## src/hdl/core_pkg.sv

```systemverilog
// Shared widths, instruction layout, enums and pipeline structs for the processing core
package core_pkg;

    //////////////////////////////////////////////////
    // Widths
    //////////////////////////////////////////////////

    localparam int DATA_WIDTH   = 32;
    localparam int REG_BITS     = 6;
    localparam int CH_BITS      = 2;
    localparam int MAX_CHANNELS = 1 << CH_BITS;
    localparam int ADDR_BITS    = REG_BITS + CH_BITS;

    // Cycles from decoder issue to register writeback
    localparam int PIPE_DEPTH = 3;

    // Instruction word layout, opcode at the top
    localparam int OPCODE_BITS = 5;
    localparam int OP_LSB      = 27;
    localparam int DEST_LSB    = 21;
    localparam int SRC_A_LSB   = 15;
    localparam int SRC_B_LSB   = 9;

    //////////////////////////////////////////////////
    // Enums and structs
    //////////////////////////////////////////////////

    typedef enum logic [OPCODE_BITS-1:0] {
        op_nop, op_add, op_sub, op_mul, op_and,
        op_or, op_xor, op_shl, op_ldc, op_stop
    } opcode_e;

    typedef enum logic [1:0] {
        st_idle, st_fetch, st_issue, st_drain
    } ctrl_state_e;

    // One decoded slot, addresses already carry the channel
    typedef struct packed {
        logic                  valid;
        opcode_e               op;
        logic [ADDR_BITS-1:0]  dest_addr;
        logic [ADDR_BITS-1:0]  a_addr;
        logic [ADDR_BITS-1:0]  b_addr;
        logic [DATA_WIDTH-1:0] imm;
    } issue_t;

    typedef struct packed {
        logic                  valid;
        logic [ADDR_BITS-1:0]  addr;
        logic [DATA_WIDTH-1:0] data;
    } result_t;

endpackage
```

## src/hdl/decoder.sv

```systemverilog
// Instruction decoder turning the fetched pair into a registered issue slot
module decoder import core_pkg::*; (
    input  logic                    clock,
    input  logic                    rst_n,
    input  logic                    issue_en,
    input  logic [CH_BITS-1:0]      channel,
    input  logic [2*DATA_WIDTH-1:0] instr_pair,
    output logic                    stop_seen,
    output issue_t                  issue
);

    logic [DATA_WIDTH-1:0] word0;
    logic [DATA_WIDTH-1:0] word1;
    opcode_e               op;
    logic [REG_BITS-1:0]   dest;
    logic [REG_BITS-1:0]   src_a;
    logic [REG_BITS-1:0]   src_b;
    issue_t                slot;

    //////////////////////////////////////////////////
    // Field extraction
    //////////////////////////////////////////////////

    assign word0 = instr_pair[DATA_WIDTH-1:0];
    assign word1 = instr_pair[2*DATA_WIDTH-1:DATA_WIDTH];

    assign op    = opcode_e'(word0[OP_LSB +: OPCODE_BITS]);
    assign dest  = word0[DEST_LSB +: REG_BITS];
    assign src_a = word0[SRC_A_LSB +: REG_BITS];
    assign src_b = word0[SRC_B_LSB +: REG_BITS];

    // Seen by the control unit in the same cycle
    assign stop_seen = (op == op_stop);

    //////////////////////////////////////////////////
    // Issue slot
    //////////////////////////////////////////////////

    always_comb begin
        slot.valid     = issue_en && (op != op_stop);
        slot.op        = op;
        // Channel forms the upper address bits
        slot.dest_addr = {channel, dest};
        slot.a_addr    = {channel, src_a};
        slot.b_addr    = {channel, src_b};
        slot.imm       = (op == op_ldc) ? word1 : '0;
    end

    always_ff @(posedge clock or negedge rst_n) begin
        if (!rst_n) begin
            issue <= '0;
        end else begin
            issue <= slot;
        end
    end

endmodule

```

## config.mk

```make
export PLATFORM = sky130hd
export DESIGN_NAME = decoder
export DESIGN_NICKNAME = d
export VERILOG_FILES = /design/src/hdl/core_pkg.sv /design/src/hdl/decoder.sv
export SDC_FILE = /design/constraint.sdc
export NUM_CORES = 1
export LEC_CHECK = 0
export BUFFER_PORTS_ARGS = -buffer_cell sky130_fd_sc_hd__clkbuf_2
export CORE_UTILIZATION = 41
export CTS_CLUSTER_DIAMETER = 150
export DETAILED_ROUTE_END_ITERATION = 7
export HOLD_SLACK_MARGIN = 0.06
export PLACE_DENSITY = 0.79
export SLEW_MARGIN = 20
export SYNTH_ARGS = -nofsm -noshare
export SYNTH_HDL_FRONTEND = slang
export SYNTH_SLANG_ARGS = --single-unit
```

## constraint.sdc

```tcl
create_clock -name clock -period 1.5 [get_ports clock]
set_clock_uncertainty 0.05 [all_clocks]
set_input_delay 0.15 -clock clock [delete_from_list [all_inputs] [get_ports clock]]
set_output_delay 0.15 -clock clock [all_outputs]
set_load 0.01 [all_outputs]
```

After elaboration in Yosys (flattened, before gate mapping):

Index checks and enable logic that the tools add are counted.

* register bits after elaboration: 62
* bits in latches: 0
* RAM bits: 0
* bits in read-only memories: 0
* bits of input ports: 69
* memories kept: 0

* $add $sub $neg: 0
* $mul: 0
* div/mod/pow operators: 0
* order comparisons: 0
* eq/ne operators: 3
* shifts and indexed selects: 0
* muxes and demuxes: 1
* bitwise operators: 0
* reduce and logical (&&, ||, !) cells: 1

Operators with widths (number)
* $mux W32: 1
* $eq A5 B4 Y1 const B: 2
* $ne A5 B4 Y1 const B: 1
* $logic_and A1 B1 Y1: 1

Depth between registers and ports, before layout:

* depth after elaboration: 2
* mapped depth: 4

Worst setup path after synthesis:

No wires, ideal clock.

* path kind: input to output
* start: input instr_pair[31]
* end: output stop_seen
* data arrival time: 1133 ps
* data required time: 1300 ps
* path slack: 167 ps
* stages on the path: 4
* cells stage by stage: or4b_1 buf_2 buf_6 nor2_1

* cells in the longest elaborated chain, start to end: 1

Ends and longest elaborated chain
* start: declaration: line decoder.sv:7 `input logic [2*DATA_WIDTH-1:0] instr_pair,`
* $eq A5 B4 Y1: line decoder.sv:33 `assign stop_seen = (op == op_stop);`
* end: declaration: line decoder.sv:8 `output logic stop_seen,`

Every way passes these cells.

Worst setup path in the final report:

Ends and elaborated chain as after synthesis.

==> key figures <==
Run status
  • Status: finished with violations
  • Violated checks: design-rule violations

Clock tree
  • H-tree levels: 3
  • TritonCTS buffer count: 9
  • CTS Root Buffer Type: clkbuf_8
  • CTS tree: yes
  • Clock sink total: 58
  • Clock-pin slew on the worst setup and hold paths: 0.07 ns
  • # Post-CTS Setup Buffers: 0
  • CTS Buffer Depth: 2

GRT
  • Remaining global-route overflow: 0
  • GRT Overall Usage: 23.9%
  • Vias in the first global route: 1693
  • Initial antenna violation count: 0
  • First-pass GRT wire length: 8.60 mm
  • Pin count of the biggest net entering global routing: 39

Synth
  • Asr flop ratio synth: 100%
  • Top cells by count, synth: 58 x dfrtp_1, 29 x nor3b_2, 4 x buf_4
  • Syn Inst Count: 106
  • Post-Syn Area: 1950 um2
  • Top cells by area in the synthesized netlist: dfrtp_1 75%, nor3b_2 19%, buf_6 1.7%
  • Syn Area/Cell: 18.4 um2
  • Syn_nets: 175
  • Synth unique cells: 12
  • Synth Warn #: 0
  • Sequential-to-total area share from yosys stat: 74.6%
  • Post-synth EDFFs: 0
  • Most instantiated library cell after synthesis: dfrtp_1
  • #FFs+latches synth: 58
  • Dominant cell type by area after synthesis: dfrtp_1
  • Ys flop type: dfrtp_1
  • Synth top area share: 74.6%

Route
  • Routed vias/inst: 4.53
  • Vias post-DR: 1577
  • Initial DRT Pass Iterations: 6
  • DRC Markers: 26
  • Final ANT Viol Nets: 0
  • 1st-iter DRT viols: 113
  • Average wire per standard cell: 16.3 um
  • Aggregate routed wire length: 5.66 mm

Layout
  • Combined area of the multi-input logic cells: 410 um2
  • Largest registers: issue: 58 flops
  • Layout cells sized above 1: 57.8%
  • Seq. cell area: 1450 um2
  • Max reg flops: 58
  • Fill cell count: 288
  • Layout area overhead: 74.1%
  • Most flop-heavy register: issue
  • Diodes inserted: 0
  • Post-layout util: 76.2%
  • Nets: 361

STA
  • Final setup viols: 0
  • Hold Violations, Final: 0
  • F_max: 731 MHz
  • Final period util: 91.2%
  • Max Slew Vio Count: 0
  • Min Tclk post-route: 1.37 ns
  • Fin Setup TNS: 0 ns
  • Worst Tran Pin Value: 0.471 ns
  • RSZ-0062 raised after global routing: no
  • Slew headroom: 68.6%

Critical path
  • CP delay by family, top: simple AND/OR/NAND/NOR gates
  • Setup CP Type: primary input to output pin
  • Worst EP required: 1.30 ns
  • CP most frequent cell: clkbuf_2
  • Crit-path max cell delay: 0.54 ns
  • Arr. time, crit path: 1.17 ns
  • Crit-path max FO: 4
  • Critical Path, Cell by Cell: clkbuf_2 -> or4b_4 -> buf_4 -> nor2_1 -> clkbuf_2
  • Worst Setup Start Kind: primary input
  • Critical Path End Type: output pin
  • WP buf/inv: 3
  • Critical-path top delay cell: or4b_4

Power
  • Cell Pwr Density: 1040 nW/um2
  • Total power: 0.00351 W
  • Peak supply drop: 0.612 mV
  • Lkg Pwr: 1.73 nW

Placement
  • Global placer's final weighted congestion: 0.723
  • Detailed placement HPWL: 3.02 mm
  • Port buffer count: 122

Die
  • Die height: 70.9 um
  • Die W: 70.9 um
  • Row count: 24
  • I/O pin total: 132
  • Core Box Area: 4440 um2
  • Initial Util: 43.8%
  • Die area: 5020 um2

Hold path
  • Worst hold path type: primary input to register

Job
  • Max-cap violations: 0
-- final cells by class --
| cell class | count | share of cell area (%) |
|---|---|---|
| Tap cell | 52 | 1.92 |
| Inverter | 1 | 0.111 |
| Timing Repair Buffer | 187 | 37.1 |
| Clock inverter | 3 | 1.92 |
| Multi-Input combinational cell | 35 | 12.1 |
| Clock buffer | 12 | 3.99 |
| Sequential cell | 58 | 42.9 |
-- path summary, 6_finish.rpt --
check	startpoint	to	slack, ns	cells after the start
hold / removal	instr_pair[27]	issue[23]	0.18	2
min in group asynchronous	rst_n	issue[37]	0.31	3
max in group asynchronous	rst_n	issue[12]	0.67	3
setup / recovery	instr_pair[31]	stop_seen	0.13	5
-- layout by cell type (no fill, tap or decap) --
cell type      instances
nor2_1                 1
clkbuf_8               9
clkbuf_1               3
buf_12                 1
inv_1                  1
clkbuf_2             122
buf_4                  6
or4b_4                 1
o21a_1                 1
dfrtp_1               58
nor3b_1                3
bufinv_16              2
nor3b_2               29
dlygate4sd3_1         58
clkinv_2               1
-- metal layers --
metal  vias up  global-route usage, %  wire length [um]
li1        714                      -                 -
met1       774                   24.9              2050
met2        81                   42.8              3080
met3         8                   6.98               414
met4         0                   14.0               116
met5         -                      0                 0
-- timing repair --
item / 4_1_cts / 5_1_grt
setup endpoints to repair: 1 / 0
endpoints found under the hold margin: 115 / 0
hold buffers: 58 / 0
resized for setup: 1 / 0
-- where the power goes --
part	internal [W]	switching, W	leakage (nW)
clock	0.000926	0.000580	0.100
sequential	0.00161	0.0000161	0.748
combinational	0.000220	0.000163	0.880
total	0.00275	0.000759	1.73
-- cells by family after synthesis --
group | share of synthesized area, %
flip-flops | 74.6
AO/OA/AOI/OAI | 0.386
AND/OR/NAND/NOR | 20.5
buffers and inverters | 4.50
-- stage by stage --
step / worst slack, ns / cell area (um2) / hold slack, ns / instances
after floorplan: 0.167 / 1950 / -0.196 / 106
after global placement: -0.0366 / 2600 / 0.0836 / 275
after detailed placement: -0.0406 / 2600 / 0.0967 / 275
after CTS: 0.131 / 3390 / 0.171 / 348
after global routing: 0.0475 / 3390 / 0.193 / 348
final: 0.132 / 3390 / 0.180 / 348
(Power assumes the default switching activity.)
