### src/hdl/core_pkg.sv
// Shared widths, instruction layout, enums and pipeline structs for the processing core
package core_pkg;

    //////////////////////////////////////////////////
    // Widths
    //////////////////////////////////////////////////

    localparam int DATA_WIDTH   = 32;
    localparam int REG_BITS     = 6;
    localparam int CH_BITS      = 2;
    localparam int MAX_CHANNELS = 1 << CH_BITS;
    localparam int ADDR_BITS    = REG_BITS + CH_BITS;

    // Cycles from decoder issue to register writeback
    localparam int PIPE_DEPTH = 3;

    // Instruction word layout, opcode at the top
    localparam int OPCODE_BITS = 5;
    localparam int OP_LSB      = 27;
    localparam int DEST_LSB    = 21;
    localparam int SRC_A_LSB   = 15;
    localparam int SRC_B_LSB   = 9;

    //////////////////////////////////////////////////
    // Enums and structs
    //////////////////////////////////////////////////

    typedef enum logic [OPCODE_BITS-1:0] {
        op_nop, op_add, op_sub, op_mul, op_and,
        op_or, op_xor, op_shl, op_ldc, op_stop
    } opcode_e;

    typedef enum logic [1:0] {
        st_idle, st_fetch, st_issue, st_drain
    } ctrl_state_e;

    // One decoded slot, addresses already carry the channel
    typedef struct packed {
        logic                  valid;
        opcode_e               op;
        logic [ADDR_BITS-1:0]  dest_addr;
        logic [ADDR_BITS-1:0]  a_addr;
        logic [ADDR_BITS-1:0]  b_addr;
        logic [DATA_WIDTH-1:0] imm;
    } issue_t;

    typedef struct packed {
        logic                  valid;
        logic [ADDR_BITS-1:0]  addr;
        logic [DATA_WIDTH-1:0] data;
    } result_t;

endpackage
### src/hdl/exec_unit.sv
// Single-stage integer ALU producing the registered writeback
module exec_unit import core_pkg::*; (
    input  logic                  clock,
    input  logic                  rst_n,
    input  issue_t                exec_issue,
    input  logic [DATA_WIDTH-1:0] operand_a,
    input  logic [DATA_WIDTH-1:0] operand_b,
    output result_t               wb
);

    logic [DATA_WIDTH-1:0] alu_out;
    logic                  writes;

    //////////////////////////////////////////////////
    // Operation select
    //////////////////////////////////////////////////

    always_comb begin
        alu_out = '0;
        writes  = 1'b1;
        case (exec_issue.op)
            op_add: alu_out = operand_a + operand_b;
            op_sub: alu_out = operand_a - operand_b;
            // Low half of the product only
            op_mul: alu_out = operand_a * operand_b;
            op_and: alu_out = operand_a & operand_b;
            op_or:  alu_out = operand_a | operand_b;
            op_xor: alu_out = operand_a ^ operand_b;
            op_shl: alu_out = operand_a << operand_b[4:0];
            op_ldc: alu_out = exec_issue.imm;
            default: begin
                // nop and unknown codes leave the registers alone
                writes = 1'b0;
            end
        endcase
    end

    //////////////////////////////////////////////////
    // Result register
    //////////////////////////////////////////////////

    always_ff @(posedge clock or negedge rst_n) begin
        if (!rst_n) begin
            wb <= '0;
        end else begin
            wb.valid <= exec_issue.valid && writes;
            wb.addr  <= exec_issue.dest_addr;
            wb.data  <= alu_out;
        end
    end

endmodule

### config.mk
export PLATFORM = sky130hd
export DESIGN_NAME = exec_unit
export DESIGN_NICKNAME = d
export VERILOG_FILES = /design/src/hdl/core_pkg.sv /design/src/hdl/exec_unit.sv
export SDC_FILE = /design/constraint.sdc
export NUM_CORES = 2
export LEC_CHECK = 0
export BUFFER_PORTS_ARGS = -buffer_cell sky130_fd_sc_hd__buf_2
export CAP_MARGIN = 25
export CELL_PAD_IN_SITES_DETAIL_PLACEMENT = 1
export CELL_PAD_IN_SITES_GLOBAL_PLACEMENT = 2
export CORE_AREA = 2 2 253 255
export DETAILED_ROUTE_END_ITERATION = 8
export DIE_AREA = 0 0 255 257
export GPL_ROUTABILITY_DRIVEN = 1
export PLACE_DENSITY = 0.76
export RECOVER_POWER = 25
export SLEW_MARGIN = 20
export SYNTH_ARGS = -nofsm -noshare
export SYNTH_HDL_FRONTEND = slang
export SYNTH_SLANG_ARGS = --single-unit
### constraint.sdc
create_clock -name clock -period 0.8 [get_ports clock]
set_input_delay 0.04 -clock clock [delete_from_list [all_inputs] [get_ports clock]]
set_output_delay 0.04 -clock clock [all_outputs]
set_load 0.02 [all_outputs]
======== Yosys cells after proc, flatten, opt, wreduce, memory -nomap -nowiden ========
Cells that the tools add are included.
word-level totals
  register bits after elaboration ......... 41
  latch bits .............................. 0
  memory bits (writable) .................. 0
  ROM bits ................................ 0
  input port bits ......................... 128
  output and inout bits ................... 41
  word-level logic and storage cells ...... 22
  memories kept ........................... 0
operators by class
  $add $sub $neg .......................... 2
  multipliers ............................. 1
  divide/modulo/power cells ............... 0
  $lt $le $gt $ge ......................... 0
  eq/ne operators ......................... 8
  shift-type cells ........................ 1
  mux-type cells .......................... 2
  bitwise logic cells ..................... 3
  reduce and logical (&&, ||, !) cells .... 2
operators with widths
  operator              number
  $pmux W32 S8          1
  $add A32 B32 Y32      1
  $and A32 B32 Y32      1
  $mul A32 B32 Y32      1
  $or A32 B32 Y32       1
  $shl A32 B5 Y32       1
  $sub A32 B32 Y32      1
  $xor A32 B32 Y32      1
  $eq A5 B3 Y1 const B  4
  $eq A5 B2 Y1 const B  2
  $reduce_or A8 Y1      1
  $eq A5 B1 Y1 const B  1
  $eq A5 B4 Y1 const B  1
  $logic_and A1 B1 Y1   1
  $mux W1               1

======== Longest topological paths before layout ========
  depth after elaboration ................. 4
  mapped depth ............................ 29

======== Least setup slack after synthesis ========
Ideal clock, no wire load.
  path type ............................... input-to-reg
  start ................................... input operand_b[2]
  end ..................................... register wb[27] (netlist name)
  setup time .............................. 126 ps
  data arrival time ....................... 7347 ps
  required time ........................... 674 ps
  slack ................................... -6673 ps
  stages on the path ...................... 27
  buffers on the path ..................... 3
  path through ............................ inv_1 clkbuf_1 clkbuf_1 clkbuf_1 nor2_1 fa_1 inv_1 fa_1 fa_1 fa_1 inv_1 fa_1 inv_1 fa_1 inv_1 fa_1 fa_1 ha_1 and3_1 and3_1 and3_1 a21o_1 or3_1 a31o_2 a21oi_2 mux2i_1 a221o_1
on the way
  cells in the longest elaborated chain, start to end .. 2
RTL lines
  item                                      line             text
  start, declared                           exec_unit.sv:7   input logic [DATA_WIDTH-1:0] operand_b,
  $mul A32 B32 Y32 (tied with other cells)  exec_unit.sv:25  op_mul: alu_out = operand_a * operand_b;
  $pmux W32 S8 (*)                          exec_unit.sv:21  case (exec_issue.op)
  named net alu_out[27]                     exec_unit.sv:11  logic [DATA_WIDTH-1:0] alu_out;
  end, declared                             exec_unit.sv:8   output result_t wb
Mark *: on every way through the listed nets, which the timed path passes. The rest lies on a longest branch.

======== Worst setup path in the final report ========
  start ................................... input operand_b[3]
  end ..................................... register wb[27] (netlist name)
Same word-level chain as after synthesis.

==> results.json <==
{
  "vias": 22380,
  "tns_ns": -144.04,
  "cts_tree": "done",
  "leakagePower_nw": 15.36,
  "cp-startpoint": "operand_b[3]",
  "max_slew_margin_pct": 58.34,
  "ys_seq_area_share_pct": 4.707,
  "yosys.area_share.simple_pct": 15.15,
  "cp.required_ns": 1.01,
  "via_per_inst": 5.404,
  "slew_viol_final": 0,
  "grt_pass1_wl_mm": 171.3,
  "path_clk_slew_ns": 0.08,
  "synth-compound-area-share_pct": 11.08,
  "cp_max_fo": 7,
  "totalWireLength_mm": 118.8,
  "worst_pin_slew_ns": 0.6092,
  "synth-edff-count": 0,
  "synth_top_family_by_area": "adder cells",
  "drc": 0,
  "clockRootBuffer": "clkbuf_16",
  "hold_path_startpoint": "exec_issue[4]",
  "endpoint_kind": "flip-flop",
  "finalSetupViolCount": 73,
  "whs_ns": 0.01667,
  "synth_area_leader_cell": "fa_1",
  "fin_ws_ns": -5.754,
  "io_buffer_count": 152,
  "fp-row-count": 92,
  "grt_pass1_vias": 25030,
  "synth_top_area_share_pct": 37.56,
  "startpoint_type": "input port",
  "worst_ep_arrival_time_ns": 6.76,
  "hold_viol": 0,
  "worst_ir_drop_vdd_mv": 5.098,
  "utilization_pct": 49.41,
  "antenna_found_initial": 5,
  "pre_cts_ws_ns": -6.657,
  "grt_max_degree": 42,
  "syn_inst": 2608,
  "fp.dieW_um": 255,
  "drt_iter0_drc": 1763,
  "min_period_over_period_pct": 819.2,
  "ys_types": 80,
  "die_h_um": 257,
  "synth-adder-area-share_pct": 50.19,
  "fillers": 7362,
  "top_register": "wb",
  "area_growth_pct": 42.20,
  "drv_cap": 0,
  "synthTopCellsByArea": "fa_1, ha_1, inv_1",
  "synth_xor_area_share_pct": 5.700,
  "dr.pass1.iters": 5,
  "yosysMostFrequentCell": "inv_1",
  "synth_seq_cells": 41,
  "syn_nets": 3365,
  "num_antenna_cells": 0,
  "synth_common_cells": "inv_1, fa_1, nor2_1",
  "hpwl_mm": 100.2,
  "violations": "negative setup slack",
  "overflow": 0,
  "synth_top_flop_cell": "dfrtp_1",
  "grt.total_usage_pct": 36.69,
  "place_congestion": 1.005,
  "post_drt_wl_per_cell_um": 28.69,
  "antenna_left": 0,
  "fin_nets": 4051,
  "largest_reg_flops": 41,
  "finalPower_mw": 155.6,
  "top_regs": "wb: 41 flops",
  "ios": 169,
  "outcome": "finished, violations left",
  "h-tree-depth": 2,
  "synth_area_per_cell_um2": 8.358,
  "async_flop_share_pct": 100.0,
  "fin_crit_ns": 6.554,
  "yosysWarnings": 0,
  "cts_buffer_depth": 2,
  "syn-cell-area_um2": 21800,
  "power_density_nw_per_um2": 5021,
  "core_area_um2": 62740,
  "crit_type": "input port to flip-flop",
  "cts_made_buffers": 5,
  "rsz0062_at_grt": "yes",
  "drive_above_1_share_pct": 33.44,
  "cts_sinks": 41,
  "muxShareOfSynthArea_pct": 2.945,
  "max_freq_mhz": 152.6,
  "initial_core_util_pct": 34.75,
  "dieArea_um2": 65540,
  "min_path_type": "input port to flip-flop"
}
kinds of logic (layout without fill, tap and decap cells):
kind of cell | Yosys count | after routing
fa+ha+maj | 629 | 629
xor+xnor | 141 | 141
mux | 45 | 45
compound gates | 360 | 360
flops | 41 | 41
simple gates | 803 | 803
buf+inv | 589 | 1276
per-layer routing:
metal	track usage [%]	wire length, um	vias up
li1	-	-	9573
met2	60.14	55840	914
met3	5.533	8196	248
met5	0	26	-
met1	48.00	48570	11640
met4	15.76	6180	4
critical path: stages:
cell      delay [ns]
buf_8           0.11
clkinv_8        0.08
nor2_4          0.04
fa_1            0.56
fa_1            0.48
fa_1            0.62
inv_2           0.06
fa_1            0.56
inv_2           0.04
fa_1            0.45
fa_1            0.51
fa_1            0.43
fa_1            0.53
ha_4            0.22
a21o_1          0.18
a221oi_2        0.28
o21ai_1         0.14
a21o_4          0.25
or3_4           0.38
a31o_4          0.25
a21oi_2         0.14
mux2i_1         0.09
a221o_1         0.31
layout by cell type, fill, tap and decap left out, types with 12 or more instances in the layout:
cell	netlist	routed
o21ai_0	66	48
a22oi_1	22	21
nor2_4	1	19
buf_8	0	22
inv_1	429	396
xor2_1	35	31
buf_4	1	556
inv_2	4	18
nor2_2	0	45
dlygate4sd3_1	0	12
mux2i_1	27	27
nand3_1	16	16
fa_1	409	376
fa_2	0	33
ha_1	220	186
nand2_1	308	303
buf_2	7	82
a21oi_1	93	78
xnor2_1	105	99
buf_12	0	37
and2_1	12	12
o211ai_1	22	22
nor2_1	391	328
dfrtp_1	41	41
o21ai_1	3	17
buf_6	1	106
a21o_1	34	33
a21oi_2	1	14
ha_4	0	31
mux4_2	15	15
stage by stage:
stage | instance area, um2 | cells
floorplan | 22660 | 2608
global placement | 28000 | 4045
detailed placement | 28000 | 4045
CTS | 30060 | 4119
global route | 31000 | 4141
finish | 31000 | 4141
layout make-up:
class	instances	area (um2)	share of cell area, %
repair buffers	819	7074	22.82
clock buffers	5	125.1	0.4036
clock inverters	3	68.82	0.2220
multi-input cells	1978	19770	63.79
inverters	449	1872	6.039
flip-flops and latches	41	1026	3.310
well taps	846	1059	3.415
path summary, 6_finish.rpt:
check / slack, ns / to / depth (start not counted)
worst max-delay path: -5.75 / wb[27] / 23
worst min-delay path: 0.02 / wb[4] / 3
max in group asynchronous: 0.15 / wb[38] / 3
min in group asynchronous: 0.28 / wb[23] / 3
what timing repair did:
item	CTS	global route
cloned	3	0
endpoints found under the hold margin	52	0
pin swaps	87	66
endpoints found under the setup margin	74	74
setup buffers	53	23
hold buffers	12	0
resized for setup	337	203
report_power, final:
part	total (mW)	switching (mW)	internal (mW)
Sequential	2.65	0.231	2.42
Clock	3.00	1.19	1.81
Combinational	150	78.9	71.1
Note: power is estimated with default switching activity, not from simulation.
