==> src/hdl/core_pkg.sv <==
// Shared widths, instruction layout, enums and pipeline structs for the processing core
package core_pkg;

    //////////////////////////////////////////////////
    // Widths
    //////////////////////////////////////////////////

    localparam int DATA_WIDTH   = 32;
    localparam int REG_BITS     = 6;
    localparam int CH_BITS      = 2;
    localparam int MAX_CHANNELS = 1 << CH_BITS;
    localparam int ADDR_BITS    = REG_BITS + CH_BITS;

    // Cycles from decoder issue to register writeback
    localparam int PIPE_DEPTH = 3;

    // Instruction word layout, opcode at the top
    localparam int OPCODE_BITS = 5;
    localparam int OP_LSB      = 27;
    localparam int DEST_LSB    = 21;
    localparam int SRC_A_LSB   = 15;
    localparam int SRC_B_LSB   = 9;

    //////////////////////////////////////////////////
    // Enums and structs
    //////////////////////////////////////////////////

    typedef enum logic [OPCODE_BITS-1:0] {
        op_nop, op_add, op_sub, op_mul, op_and,
        op_or, op_xor, op_shl, op_ldc, op_stop
    } opcode_e;

    typedef enum logic [1:0] {
        st_idle, st_fetch, st_issue, st_drain
    } ctrl_state_e;

    // One decoded slot, addresses already carry the channel
    typedef struct packed {
        logic                  valid;
        opcode_e               op;
        logic [ADDR_BITS-1:0]  dest_addr;
        logic [ADDR_BITS-1:0]  a_addr;
        logic [ADDR_BITS-1:0]  b_addr;
        logic [DATA_WIDTH-1:0] imm;
    } issue_t;

    typedef struct packed {
        logic                  valid;
        logic [ADDR_BITS-1:0]  addr;
        logic [DATA_WIDTH-1:0] data;
    } result_t;

endpackage
==> src/hdl/control_unit.sv <==
// Run sequencer stepping the program counter and issuing each instruction per channel
module control_unit import core_pkg::*; #(
    parameter int PROG_DEPTH = 64
) (
    input  logic                          clock,
    input  logic                          rst_n,
    input  logic                          run,
    input  logic [CH_BITS-1:0]            n_channels,
    input  logic                          stop_seen,
    input  logic [2*DATA_WIDTH-1:0]       instr_pair,
    output logic [$clog2(PROG_DEPTH)-1:0] pc,
    output logic                          issue_en,
    output logic [CH_BITS-1:0]            channel,
    output logic                          busy,
    output logic                          done
);

    localparam int DRAIN_BITS = $clog2(PIPE_DEPTH + 1);

    ctrl_state_e           state;
    logic [CH_BITS-1:0]    last_ch;
    logic [DRAIN_BITS-1:0] drain_cnt;
    opcode_e               cur_op;

    assign cur_op   = opcode_e'(instr_pair[OP_LSB +: OPCODE_BITS]);
    assign issue_en = (state == st_issue) && !stop_seen;

    always_ff @(posedge clock or negedge rst_n) begin
        if (!rst_n) begin
            state     <= st_idle;
            pc        <= '0;
            channel   <= '0;
            last_ch   <= '0;
            drain_cnt <= '0;
            busy      <= 1'b0;
            done      <= 1'b0;
        end else begin
            done <= 1'b0;
            case (state)
                st_idle: begin
                    if (run) begin
                        pc      <= '0;
                        channel <= '0;
                        last_ch <= n_channels;
                        busy    <= 1'b1;
                        state   <= st_fetch;
                    end
                end
                // Store registers the pair at pc during this cycle
                st_fetch: begin
                    state <= st_issue;
                end
                st_issue: begin
                    if (stop_seen) begin
                        drain_cnt <= '0;
                        state     <= st_drain;
                    end else if (channel == last_ch) begin
                        channel <= '0;
                        pc      <= (cur_op == op_ldc) ? pc + 2'd2 : pc + 1'b1;
                        state   <= st_fetch;
                    end else begin
                        channel <= channel + 1'b1;
                    end
                end
                // Wait for the last slots to write back
                st_drain: begin
                    if (drain_cnt == DRAIN_BITS'(PIPE_DEPTH - 1)) begin
                        done  <= 1'b1;
                        busy  <= 1'b0;
                        state <= st_idle;
                    end else begin
                        drain_cnt <= drain_cnt + 1'b1;
                    end
                end
                default: state <= st_idle;
            endcase
        end
    end

endmodule

==> config.mk <==
export PLATFORM = sky130hd
export DESIGN_NAME = control_unit
export DESIGN_NICKNAME = d
export VERILOG_FILES = /design/src/hdl/core_pkg.sv /design/src/hdl/control_unit.sv
export SDC_FILE = /design/constraint.sdc
export NUM_CORES = 1
export LEC_CHECK = 0
export BUFFER_PORTS_ARGS = -buffer_cell sky130_fd_sc_hd__buf_2
export CAP_MARGIN = 20
export CORE_MARGIN = 2
export CORE_UTILIZATION = 30
export CTS_CLUSTER_SIZE = 8
export DETAILED_ROUTE_END_ITERATION = 7
export GPL_ROUTABILITY_DRIVEN = 1
export PLACE_DENSITY = 0.67
export SYNTH_ARGS = -nofsm -noshare
export SYNTH_HDL_FRONTEND = slang
export SYNTH_SLANG_ARGS = --single-unit
==> constraint.sdc <==
create_clock -name clock -period 2 [get_ports clock]
set_input_delay 0.1 -clock clock [delete_from_list [all_inputs] [get_ports clock]]
set_output_delay 0.1 -clock clock [all_outputs]
set_load 0.02 [all_outputs]
* Word level (Yosys, flattened, before mapping) *
Cells that the tools add are included.

word-level totals
  register bits = 16
  input bits = 70
  output and inout port bits = 11
  word-level logic and storage cells = 58

operators by class
  add/sub/neg operators = 4
  equality and inequality tests = 13
  mux-type cells = 22
  reduce and logical (&&, ||, !) cells = 12

operator list
  kind                                                 count
  two-way mux 6 bit                                    4
  two-way mux 2 bit                                    9
  case mux 6 bit (2 select lines)                      1
  AND reduction 3 bit                                  4
  != test 2 bit, second input constant                 5
  case mux 2 bit (2 select lines)                      2
  case mux 2 bit (4 select lines)                      1
  adder 6 x 1 -> 6 bit, second input constant          1
  adder 6 x 2 -> 6 bit, second input constant          1
  equality test 2 bit, second input constant           3
  nonzero test 2 bit                                   3
  equality test 5 x 4 -> 1 bit, second input constant  1
  adder 2 x 1 -> 2 bit, second input constant          2
  two-way mux 1 bit                                    4
  AND reduction 4 bit                                  1
  != test 3 x 2 -> 1 bit, second input constant        1
  equality test 2 x 1 -> 1 bit, second input constant  1
  equality test 2 bit                                  1
  logical NOT 2 bit                                    1
  != test 2 x 1 -> 1 bit, second input constant        1
  case mux 1 bit (2 select lines)                      1
  AND reduction 2 bit                                  1
  logical AND 1 bit                                    1
  logical NOT 1 bit                                    1

* Longest topological paths before layout *
Gate-level depths: netlist of run 1.

  word-level depth = 5
  depth in mapped cells = 8
  depth with buffers taken out = 5

* Worst setup path after synthesis of run 1 *
OpenSTA, ideal clock, no wires.

  path type = register to register
  from = reg channel[0]
  to = reg pc[5]
  library setup time = 77 ps
  arrival time = 1661 ps
  required time = 1923 ps
  slack = 262 ps
  cell stages (with the launch flop) = 6
  path buffers = 0
  period minus slack after synthesis = 1738 ps
  cells stage by stage = dfrtp_1 -> xnor2_1 -> a21oi_1 -> or2_1 -> or4_1 -> a21oi_1

between the ends
  word-level cells in the longest chain between the ends = 3

ends and longest elaborated chain
  element                           RTL line            text
  from (decl)                       control_unit.sv:13  output logic [CH_BITS-1:0] channel,
  from (signal assigned)            control_unit.sv:62  channel <= channel + 1'b1;
  equality test 2 bit               control_unit.sv:57  end else if (channel == last_ch) begin
  != test 2 x 1 -> 1 bit (no line)  --
  AND reduction 4 bit (no line)     --
  to (signal assigned)              control_unit.sv:59  pc <= (cur_op == op_ldc) ? pc + 2'd2 : pc + 1'b1;
  to (decl)                         control_unit.sv:11  output logic [$clog2(PROG_DEPTH)-1:0] pc,

No other way between the ends.
A chain may end at the register's enable or synchronous reset.

* Final worst setup path of run 1 *
Ends and elaborated chain as after synthesis.

==> results of run 1 <==
==> per-stage QoR <==
stage          hold slack (ns)  std cells  util, %
2_1_floorplan          -0.1956         93        -
3_3_place_gp           0.02633        146    37.52
3_5_place_dp           0.02974        146    37.52
4_1_cts                0.03315        151    39.18
5_1_grt                0.03009        151    39.18
6_report               0.04400        151    39.18
==> cell type report <==
| class | instances | area, µm² |
|---|---|---|
| repair buffers | 27 | 152.6 |
| inverters | 3 | 11.26 |
| multi-input cells | 70 | 450.4 |
| fillers | 278 | 1692 |
| clock buffers | 4 | 36.28 |
| well taps | 31 | 38.79 |
| flip-flops and latches | 16 | 400.4 |
==> sequential cells by signal, summed over array words and instances (netlist names) <==
name,flops
busy,1
state,2
last_ch,2
pc,6
drain_cnt,2
done,1
channel,2
==> kinds of logic after synthesis <==
group	Yosys count	synth area share (%)
multiplexers	3	3.672
adder cells (fa/ha/maj)	3	4.238
AND/OR/NAND/NOR	36	23.31
buffers and inverters	7	3.953
AO/OA/AOI/OAI	26	17.66
flip-flops	16	45.20
XOR/XNOR	2	1.978
==> worst reg2reg max path, cell delays in order (launching register included) <==
cell and delay [ns]:
dfrtp_1 0.45, xnor2_1 0.21, a21oi_1 0.13, or2_1 0.32, or4_1 0.52, a21oi_1 0.15
==> report_power, final <==
group          internal, mW  switching (mW)
combinational         0.293           0.350
sequential            0.427          0.0931
clock                 0.111          0.0984
total                 0.831           0.541
==> layer usage <==
layer  GRT usage, %  vias to the layer above
li1               -                      386
met1          14.85                      370
met2          17.82                       21
met3          4.396                        0
met4          2.990                        0
met5              0                        -
==> worst paths after layout <==
kind / endpoint / startpoint / slack [ns] / cells past startpoint
worst max-delay path: pc[5]$_DFFE_PN0P_ / channel[0]$_DFFE_PN0P_ / 0.15 / 5
worst min-delay path: last_ch[0]$_DFFE_PN0P_ / n_channels[0] / 0.04 / 2
worst max register to register: pc[5]$_DFFE_PN0P_ / channel[0]$_DFFE_PN0P_ / 0.15 / 5
worst min register to register: last_ch[0]$_DFFE_PN0P_ / last_ch[0]$_DFFE_PN0P_ / 0.54 / 1
max in group asynchronous: pc[3]$_DFFE_PN0P_ / rst_n / 1.50 / 2
min in group asynchronous: drain_cnt[0]$_DFFE_PN0P_ / rst_n / 0.24 / 2
==> layout by cell type (no fill, tap or decap), types with 2 or more instances in the layout <==
cell and count:
dfrtp_1 16, inv_1 3, nor2_1 5, buf_4 5, nor2b_1 2, o21ai_0 12
mux2_2 2, buf_2 21, a21oi_1 5, nor3b_1 3, nand2_1 11, a21o_1 2
or4_1 3, ha_1 3, a22o_1 2, xnor2_1 2, o31ai_1 3, clkbuf_4 3
nand2b_1 4
==> what timing repair did <==
item,CTS,global route
hold buffers,1,0
hold endpoints to repair,16,0
resized for setup,0,0
==> reports/qor.txt, run 1 <==
Run status: finished, final reports clean
Worst Skew: 0.006423 ns
VDD IR max: 0.9332 mV
Final ANT Viol Nets: 0
Site Rows: 19
Delay-heaviest family, CP: simple AND/OR/NAND/NOR gates
1st-iter DRT viols: 20
Max-slew headroom: 72.39%
Initial antenna violation count: 0
Area leader, netlist: dfrtp_1
Synth cell count leaders: dfrtp_1 (16), o21ai_0 (12), nand2_1 (11), a21oi_1 (5), nor2_1 (5)
CTS tree: yes
CP bufs+invs: 0
Share of the synthesized area in the top cell type: 45.20%
Die area: 3404 µm²
H-tree depth: 1
DPL Wire Length: 1.320 mm
Core Footprint: 2781 µm²
Sequence of cells on the critical path: xnor2_1 > a21oi_1 > or2_1 > or4_1 > a21oi_1
Setup bufs post-CTS: 0
Top post-synthesis cells by area: dfrtp_1 (45%), o21ai_0 (6.8%), nand2_1 (4.7%), ha_1 (4.2%), a21oi_1 (2.8%)
Slowest stage delay, CP: 0.52 ns
Setup ws final: 0.1474 ns
Routability cong.: 0.7202
Met2 Routed Length: 759 µm
Tot GR Track Use: 11.41%
Setup TNS: 0 ns
Count of final hold-check violations: 0
Routed wl met3: 103 µm
CTS buffer count: 3
Die Y: 58.34 µm
Gr ovfl total: 0
Most frequent CP cell: a21oi_1
WL per Instance: 10.99 µm
Average cell area after synthesis: 9.525 µm²
Final net count: 194
Layout cells sized above 1: 27.50%
I/O pin cnt: 81
Post-route cell area: 1090 µm²
Period Utilization, post-route: 92.63%
Port Buf Inserts: 21
Total number of vias: 777
Register area share after synthesis: 45.20%
DRC: 0
Vias per inst: 5.146
Top Metal Used: met3
CP Max Fanout: 7
Max cap viols: 0
Area after DPL: 1044 µm²
Maximum operating frequency: 539.8 MHz
# setup viols final: 0
Leakage: 0.5337 nW
Fin crit period: 1.853 ns
Unique masters post-synth: 30
Drt total wl: 1.660 mm
Cells after Synth: 93
Clock Sinks: 16
Post-synth ARST share: 100.0%
Count leader, synth: dfrtp_1
Hold Crit Class: primary input to flop
Die Width: 58.34 µm
RSZ-0062 raised after global routing: no
CP startpoint kind: flop
Diode count: 0
Root Driver: clkbuf_4
Slowest stage cell, crit path: or4_1
First-pass iteration count of the detailed router: 4
Global-route wire length before repair: 3.015 mm
Setup CP Type: flop to flop
CP endpoint kind: flop
Fin. max-slew vios: 0
Pwr dens: 1259 nW/µm²
Synth Warn #: 0
Vias in the first global route: 696
Clock Latency Late Sink: 0.29 ns
Setup WS pre-CTS: 0.1353 ns
M1 WL: 797 µm
Starting density of the core: 31.85%
Clk buf depth: 2
Area Overhead vs Synth: 23.02%
FF+latch count, synth: 16
Slew @ Worst Pin: 0.4098 ns
Post-Syn Area: 885.9 µm²
Req. time, crit path: 2.21 ns
CTS clk-pin slew, worst paths: 0.08 ns
CP Data Arrival Time: 2.07 ns
Post-Syn Nets: 166
Total power: 1.372 mW
Pin count of the biggest net entering global routing: 17
Most common flop cell mapped by yosys: dfrtp_1
Number of enable flip-flop cells after synthesis: 0
Note: power is estimated with default switching activity, not from simulation.
==> run 2, diff against run 1 <==
--- a/config.mk
+++ b/config.mk
@@ -13,6 +13,7 @@
 export DETAILED_ROUTE_END_ITERATION = 7
 export GPL_ROUTABILITY_DRIVEN = 1
 export PLACE_DENSITY = 0.67
+export RECOVER_POWER = 25
 export SYNTH_ARGS = -nofsm -noshare
 export SYNTH_HDL_FRONTEND = slang
 export SYNTH_SLANG_ARGS = --single-unit
==> reports/qor.txt, run 2 (synthesis results as in run 1) <==
DPL Wire Length: 1.320 mm
WL per Instance: 10.99 µm
H-tree depth: 1
Most frequent cells in the layout: buf_2 (20), dfrtp_1 (16), o21ai_0 (12), nand2_1 (11)
Hold_buf cts: 1
Fin. max-slew vios: 0
Setup TNS: 0 ns
Max FFs per register: 6
CP Max Fanout: 7
CP Data Arrival Time: 2.07 ns
Site Rows: 19
Count of final hold-check violations: 0
Clock Latency Late Sink: 0.29 ns
Slew @ Worst Pin: 0.8248 ns
Slowest stage cell, crit path: or4_1
Root Driver: clkbuf_4
Pin count of the biggest net entering global routing: 17
RSZ-0062 raised after global routing: no
Max cap viols: 0
Total number of vias: 777
Fin crit period: 1.853 ns
CP startpoint kind: flop
I/O pin cnt: 81
Global-route wire length before repair: 3.015 mm
Die Width: 58.34 µm
Gr ovfl total: 0
Drt total wl: 1.660 mm
Layout cells sized above 1: 26.67%
Final net count: 194
VDD IR max: 0.9332 mV
Port Buf Inserts: 21
Worst hold slack: 0.04396 ns
Hold Crit Class: primary input to flop
CTS tree: yes
Vias per inst: 5.146
Post-layout util: 39.14%
First-pass iteration count of the detailed router: 4
CTS clk-pin slew, worst paths: 0.08 ns
Setup bufs post-CTS: 0
# setup viols final: 0
Setup CP Type: flop to flop
Run status: finished, final reports clean
Sequence of cells on the critical path: xnor2_1 > a21oi_1 > or2_1 > or4_1 > a21oi_1
Period Utilization, post-route: 92.63%
Area Overhead vs Synth: 22.88%
CTS buffer count: 3
Core Footprint: 2781 µm²
Worst Skew: 0.006389 ns
Commonest non-fill, non-tap cell in the layout: buf_2
Most frequent CP cell: a21oi_1
Leakage: 0.5310 nW
CP endpoint kind: flop
Starting density of the core: 31.85%
Clock Sinks: 16
Initial antenna violation count: 0
Req. time, crit path: 2.21 ns
Final ANT Viol Nets: 0
Tot GR Track Use: 11.41%
Die Y: 58.34 µm
Diode count: 0
Pwr dens: 1260 nW/µm²
Die area: 3404 µm²
CTS resizes: 0
Slowest stage delay, CP: 0.52 ns
Routability cong.: 0.7202
Maximum operating frequency: 539.8 MHz
Vias in the first global route: 696
Clk buf depth: 2
DRC: 0
1st-iter DRT viols: 20
Max-slew headroom: 45.01%
Largest Register: pc
Fill count: 279
run 2: final timing paths:
kind	slack, ns	from	depth (start not counted)	endpoint
max in group asynchronous	1.07	rst_n	2	pc[3]$_DFFE_PN0P_
max	0.15	channel[0]$_DFFE_PN0P_	5	pc[5]$_DFFE_PN0P_
max reg2reg	0.15	channel[0]$_DFFE_PN0P_	5	pc[5]$_DFFE_PN0P_
min reg2reg	0.54	last_ch[0]$_DFFE_PN0P_	1	last_ch[0]$_DFFE_PN0P_
min in group asynchronous	0.42	rst_n	2	drain_cnt[0]$_DFFE_PN0P_
min	0.04	n_channels[0]	2	last_ch[0]$_DFFE_PN0P_
run 2: through the flow:
step | std cells | setup slack [ns] | instance area (µm²) | power [mW]
final | 151 | 0.1473 | 1089 | 1.372
after floorplan | 93 | 0.2615 | 885.9 | 0.9916
after global routing | 151 | 0.04618 | 1089 | 1.504
after detailed placement | 146 | 0.1353 | 1044 | 1.175
after CTS | 151 | 0.1304 | 1090 | 1.389
after global placement | 146 | 0.2124 | 1044 | 1.140
run 2: critical path: cells and delay by family, from the launching register on:
family | cells | cell delay [ns]
flops | 1 | 0.45
simple gates | 2 | 0.84
compound gates | 2 | 0.28
xor+xnor | 1 | 0.21
run 2: metal layers:
layer / wire length (µm) / GRT usage, %
met5: 0 / 0
met4: 0 / 2.990
met3: 103 / 4.396
met2: 759 / 17.82
met1: 797 / 14.85
run 2: layout make-up:
| cell class | count | area [µm²] | area share (%) |
|---|---|---|---|
| Tap cell | 31 | 38.79 | 3.563 |
| Clock buffer | 4 | 36.28 | 3.333 |
| Inverter | 3 | 11.26 | 1.034 |
| Timing Repair Buffer | 27 | 151.4 | 13.91 |
| Sequential cell | 16 | 400.4 | 36.78 |
| Multi-Input combinational cell | 70 | 450.4 | 41.38 |
run 2: power by group:
part,internal (mW),switching (mW),total [mW],leakage [nW]
Combinational,0.293,0.350,0.642,0.304
Sequential,0.427,0.0931,0.520,0.206
Clock,0.111,0.0984,0.209,0.0210
==> run 3, diff against run 2 <==
--- a/config.mk
+++ b/config.mk
@@ -7,6 +7,7 @@
 export LEC_CHECK = 0
 export BUFFER_PORTS_ARGS = -buffer_cell sky130_fd_sc_hd__buf_2
 export CAP_MARGIN = 20
+export CORE_ASPECT_RATIO = 0.9
 export CORE_MARGIN = 2
 export CORE_UTILIZATION = 30
 export CTS_CLUSTER_SIZE = 8
@@ -14,6 +15,7 @@
 export GPL_ROUTABILITY_DRIVEN = 1
 export PLACE_DENSITY = 0.67
 export RECOVER_POWER = 25
+export SLEW_MARGIN = 20
 export SYNTH_ARGS = -nofsm -noshare
 export SYNTH_HDL_FRONTEND = slang
 export SYNTH_SLANG_ARGS = --single-unit
==> reports/qor.txt, run 3 (synthesis results as in run 1) <==
Clock Latency Late Sink: 0.29 ns
Vias per inst: 4.955
Site Rows: 18
DRC: 0
Fill count: 287
# setup viols final: 0
Hold Crit Depth: 2
Fin crit period: 1.889 ns
Run status: finished, final reports clean
CTS buffer count: 3
WL per Instance: 11.37 µm
Final net count: 191
Pwr dens: 1259 nW/µm²
Leakage: 0.5152 nW
Internal reg-to-reg setup slack: 0.11 ns
Pin count of the biggest net entering global routing: 17
Final ANT Viol Nets: 0
Root Driver: clkbuf_4
CP Data Arrival Time: 2.11 ns
Met2 Track Usage GR: 19.15%
CP Max Fanout: 9
Area Overhead vs Synth: 21.75%
Met3 global-route usage: 4.684%
Initial antenna violation count: 0
VDD IR max: 0.8012 mV
Max FFs per register: 6
Commonest non-fill, non-tap cell in the layout: buf_2
Core Footprint: 2770 µm²
Setup TNS: 0 ns
Drt total wl: 1.785 mm
Port Buf Inserts: 21
CP startpoint kind: flop
CP endpoint kind: flop
Count of final hold-check violations: 0
H-tree depth: 1
Largest Register: pc
Setup CP Type: flop to flop
Tot GR Track Use: 12.23%
Period Utilization, post-route: 94.47%
Global-route wire length before repair: 3.215 mm
Clk buf depth: 2
Sequence of cells on the critical path: nand2b_1 > a21o_1 > or2_1 > or4_1 > a21oi_1
Worst Reg-to-Reg Cells: 5
Diode count: 0
Most frequent cells in the layout: buf_2 (20), dfrtp_1 (15), o21ai_0 (12), nand2_1 (11)
RSZ-0062 raised after global routing: no
Max-slew headroom: 41.16%
Maximum operating frequency: 529.2 MHz
Worst hold start: n_channels[1]
First-pass iteration count of the detailed router: 3
Setup bufs post-CTS: 0
Req. time, crit path: 2.22 ns
Hold Crit Class: primary input to flop
Max cap viols: 0
WHS Endpoint: last_ch[1]$_DFFE_PN0P_
Busiest grt layer: met2
Vias in the first global route: 759
Fin. max-slew vios: 0
Gr ovfl total: 0
DPL Wire Length: 1.397 mm
Post-layout util: 38.93%
1st-iter DRT viols: 6
Die Width: 61.28 µm
Worst Skew: 0.002221 ns
Die area: 3404 µm²
CTS tree: yes
FF-to-FF End: pc[5]$_DFFE_PN0P_
Total number of vias: 778
Slowest stage delay, CP: 0.52 ns
Die Y: 55.55 µm
Slew @ Worst Pin: 0.8826 ns
Reg-to-reg startpoint: state[1]$_DFFE_PN0P_
CTS clk-pin slew, worst paths: 0.10 ns
Starting density of the core: 31.98%
Clock Sinks: 16
M1 GR Usage: 16.18%
Slowest stage cell, crit path: or4_1
I/O pin cnt: 81
Layout cells sized above 1: 25.64%
Routability cong.: 0.7335
[run 3: routing by layer]
metal,share of wire (%),vias up,wire length [µm]
li1,-,380,-
met2,49,16,866
met4,0.84,0,15
met5,0,-,0
met1,44,380,792
met3,6.2,2,110
[run 3: timing repair]
| action | CTS | global route |
|---|---|---|
| resized for setup | 0 | 1 |
| endpoints found under the setup margin | 0 | 1 |
| hold endpoints to repair | 16 | 0 |
| hold buffers | 1 | 0 |
[run 3: stage by stage]
step	power (mW)	instance area (µm²)	instances	hold slack [ns]	setup slack [ns]
global route	1.473	1079	157	0.05024	0.01720
floorplan	0.9916	885.9	93	-0.1956	0.2615
CTS	1.372	1079	157	0.02843	0.08277
detailed placement	1.149	1032	152	0.03639	0.1196
global placement	1.106	1032	152	0.02597	0.1542
finish	1.358	1079	157	0.03598	0.1105
[run 3: worst max path at each step]
stage,end,slack (ns),start,cells past startpoint
after detailed placement,pc[5]$_DFFE_PN0P_,0.12,state[1]$_DFFE_PN0P_,5
after global placement,pc[5]$_DFFE_PN0P_,0.15,state[1]$_DFFE_PN0P_,5
after global routing,pc[5]$_DFFE_PN0P_,0.02,channel[0]$_DFFE_PN0P_,5
after CTS,pc[5]$_DFFE_PN0P_,0.08,state[1]$_DFFE_PN0P_,5
final,pc[5]$_DFFE_PN0P_,0.11,state[1]$_DFFE_PN0P_,5
after floorplan,pc[5]$_DFFE_PN0P_,0.26,channel[0]$_DFFE_PN0P_,5
[run 3: power breakdown]
part	internal, mW	switching [mW]	total (mW)
registers	0.428	0.121	0.550
logic	0.268	0.323	0.591
clock network	0.111	0.107	0.218
total	0.807	0.551	1.36
[run 3: area by class of cell]
class	count	area (µm²)	share of cell area [%]
clock buffers	4	36.28	3.364
inverters	3	11.26	1.044
multi-input cells	70	450.4	41.76
flip-flops and latches	16	401.6	37.24
well taps	40	50.05	4.640
repair buffers	24	128.9	11.95
[run 3: critical path, delay by kind of cell, from the launching register on]
family | cells | cell delay [ns]
and+or+nand+nor | 3 | 0.98
AOI/OAI and AO/OA | 2 | 0.37
DFF | 1 | 0.47
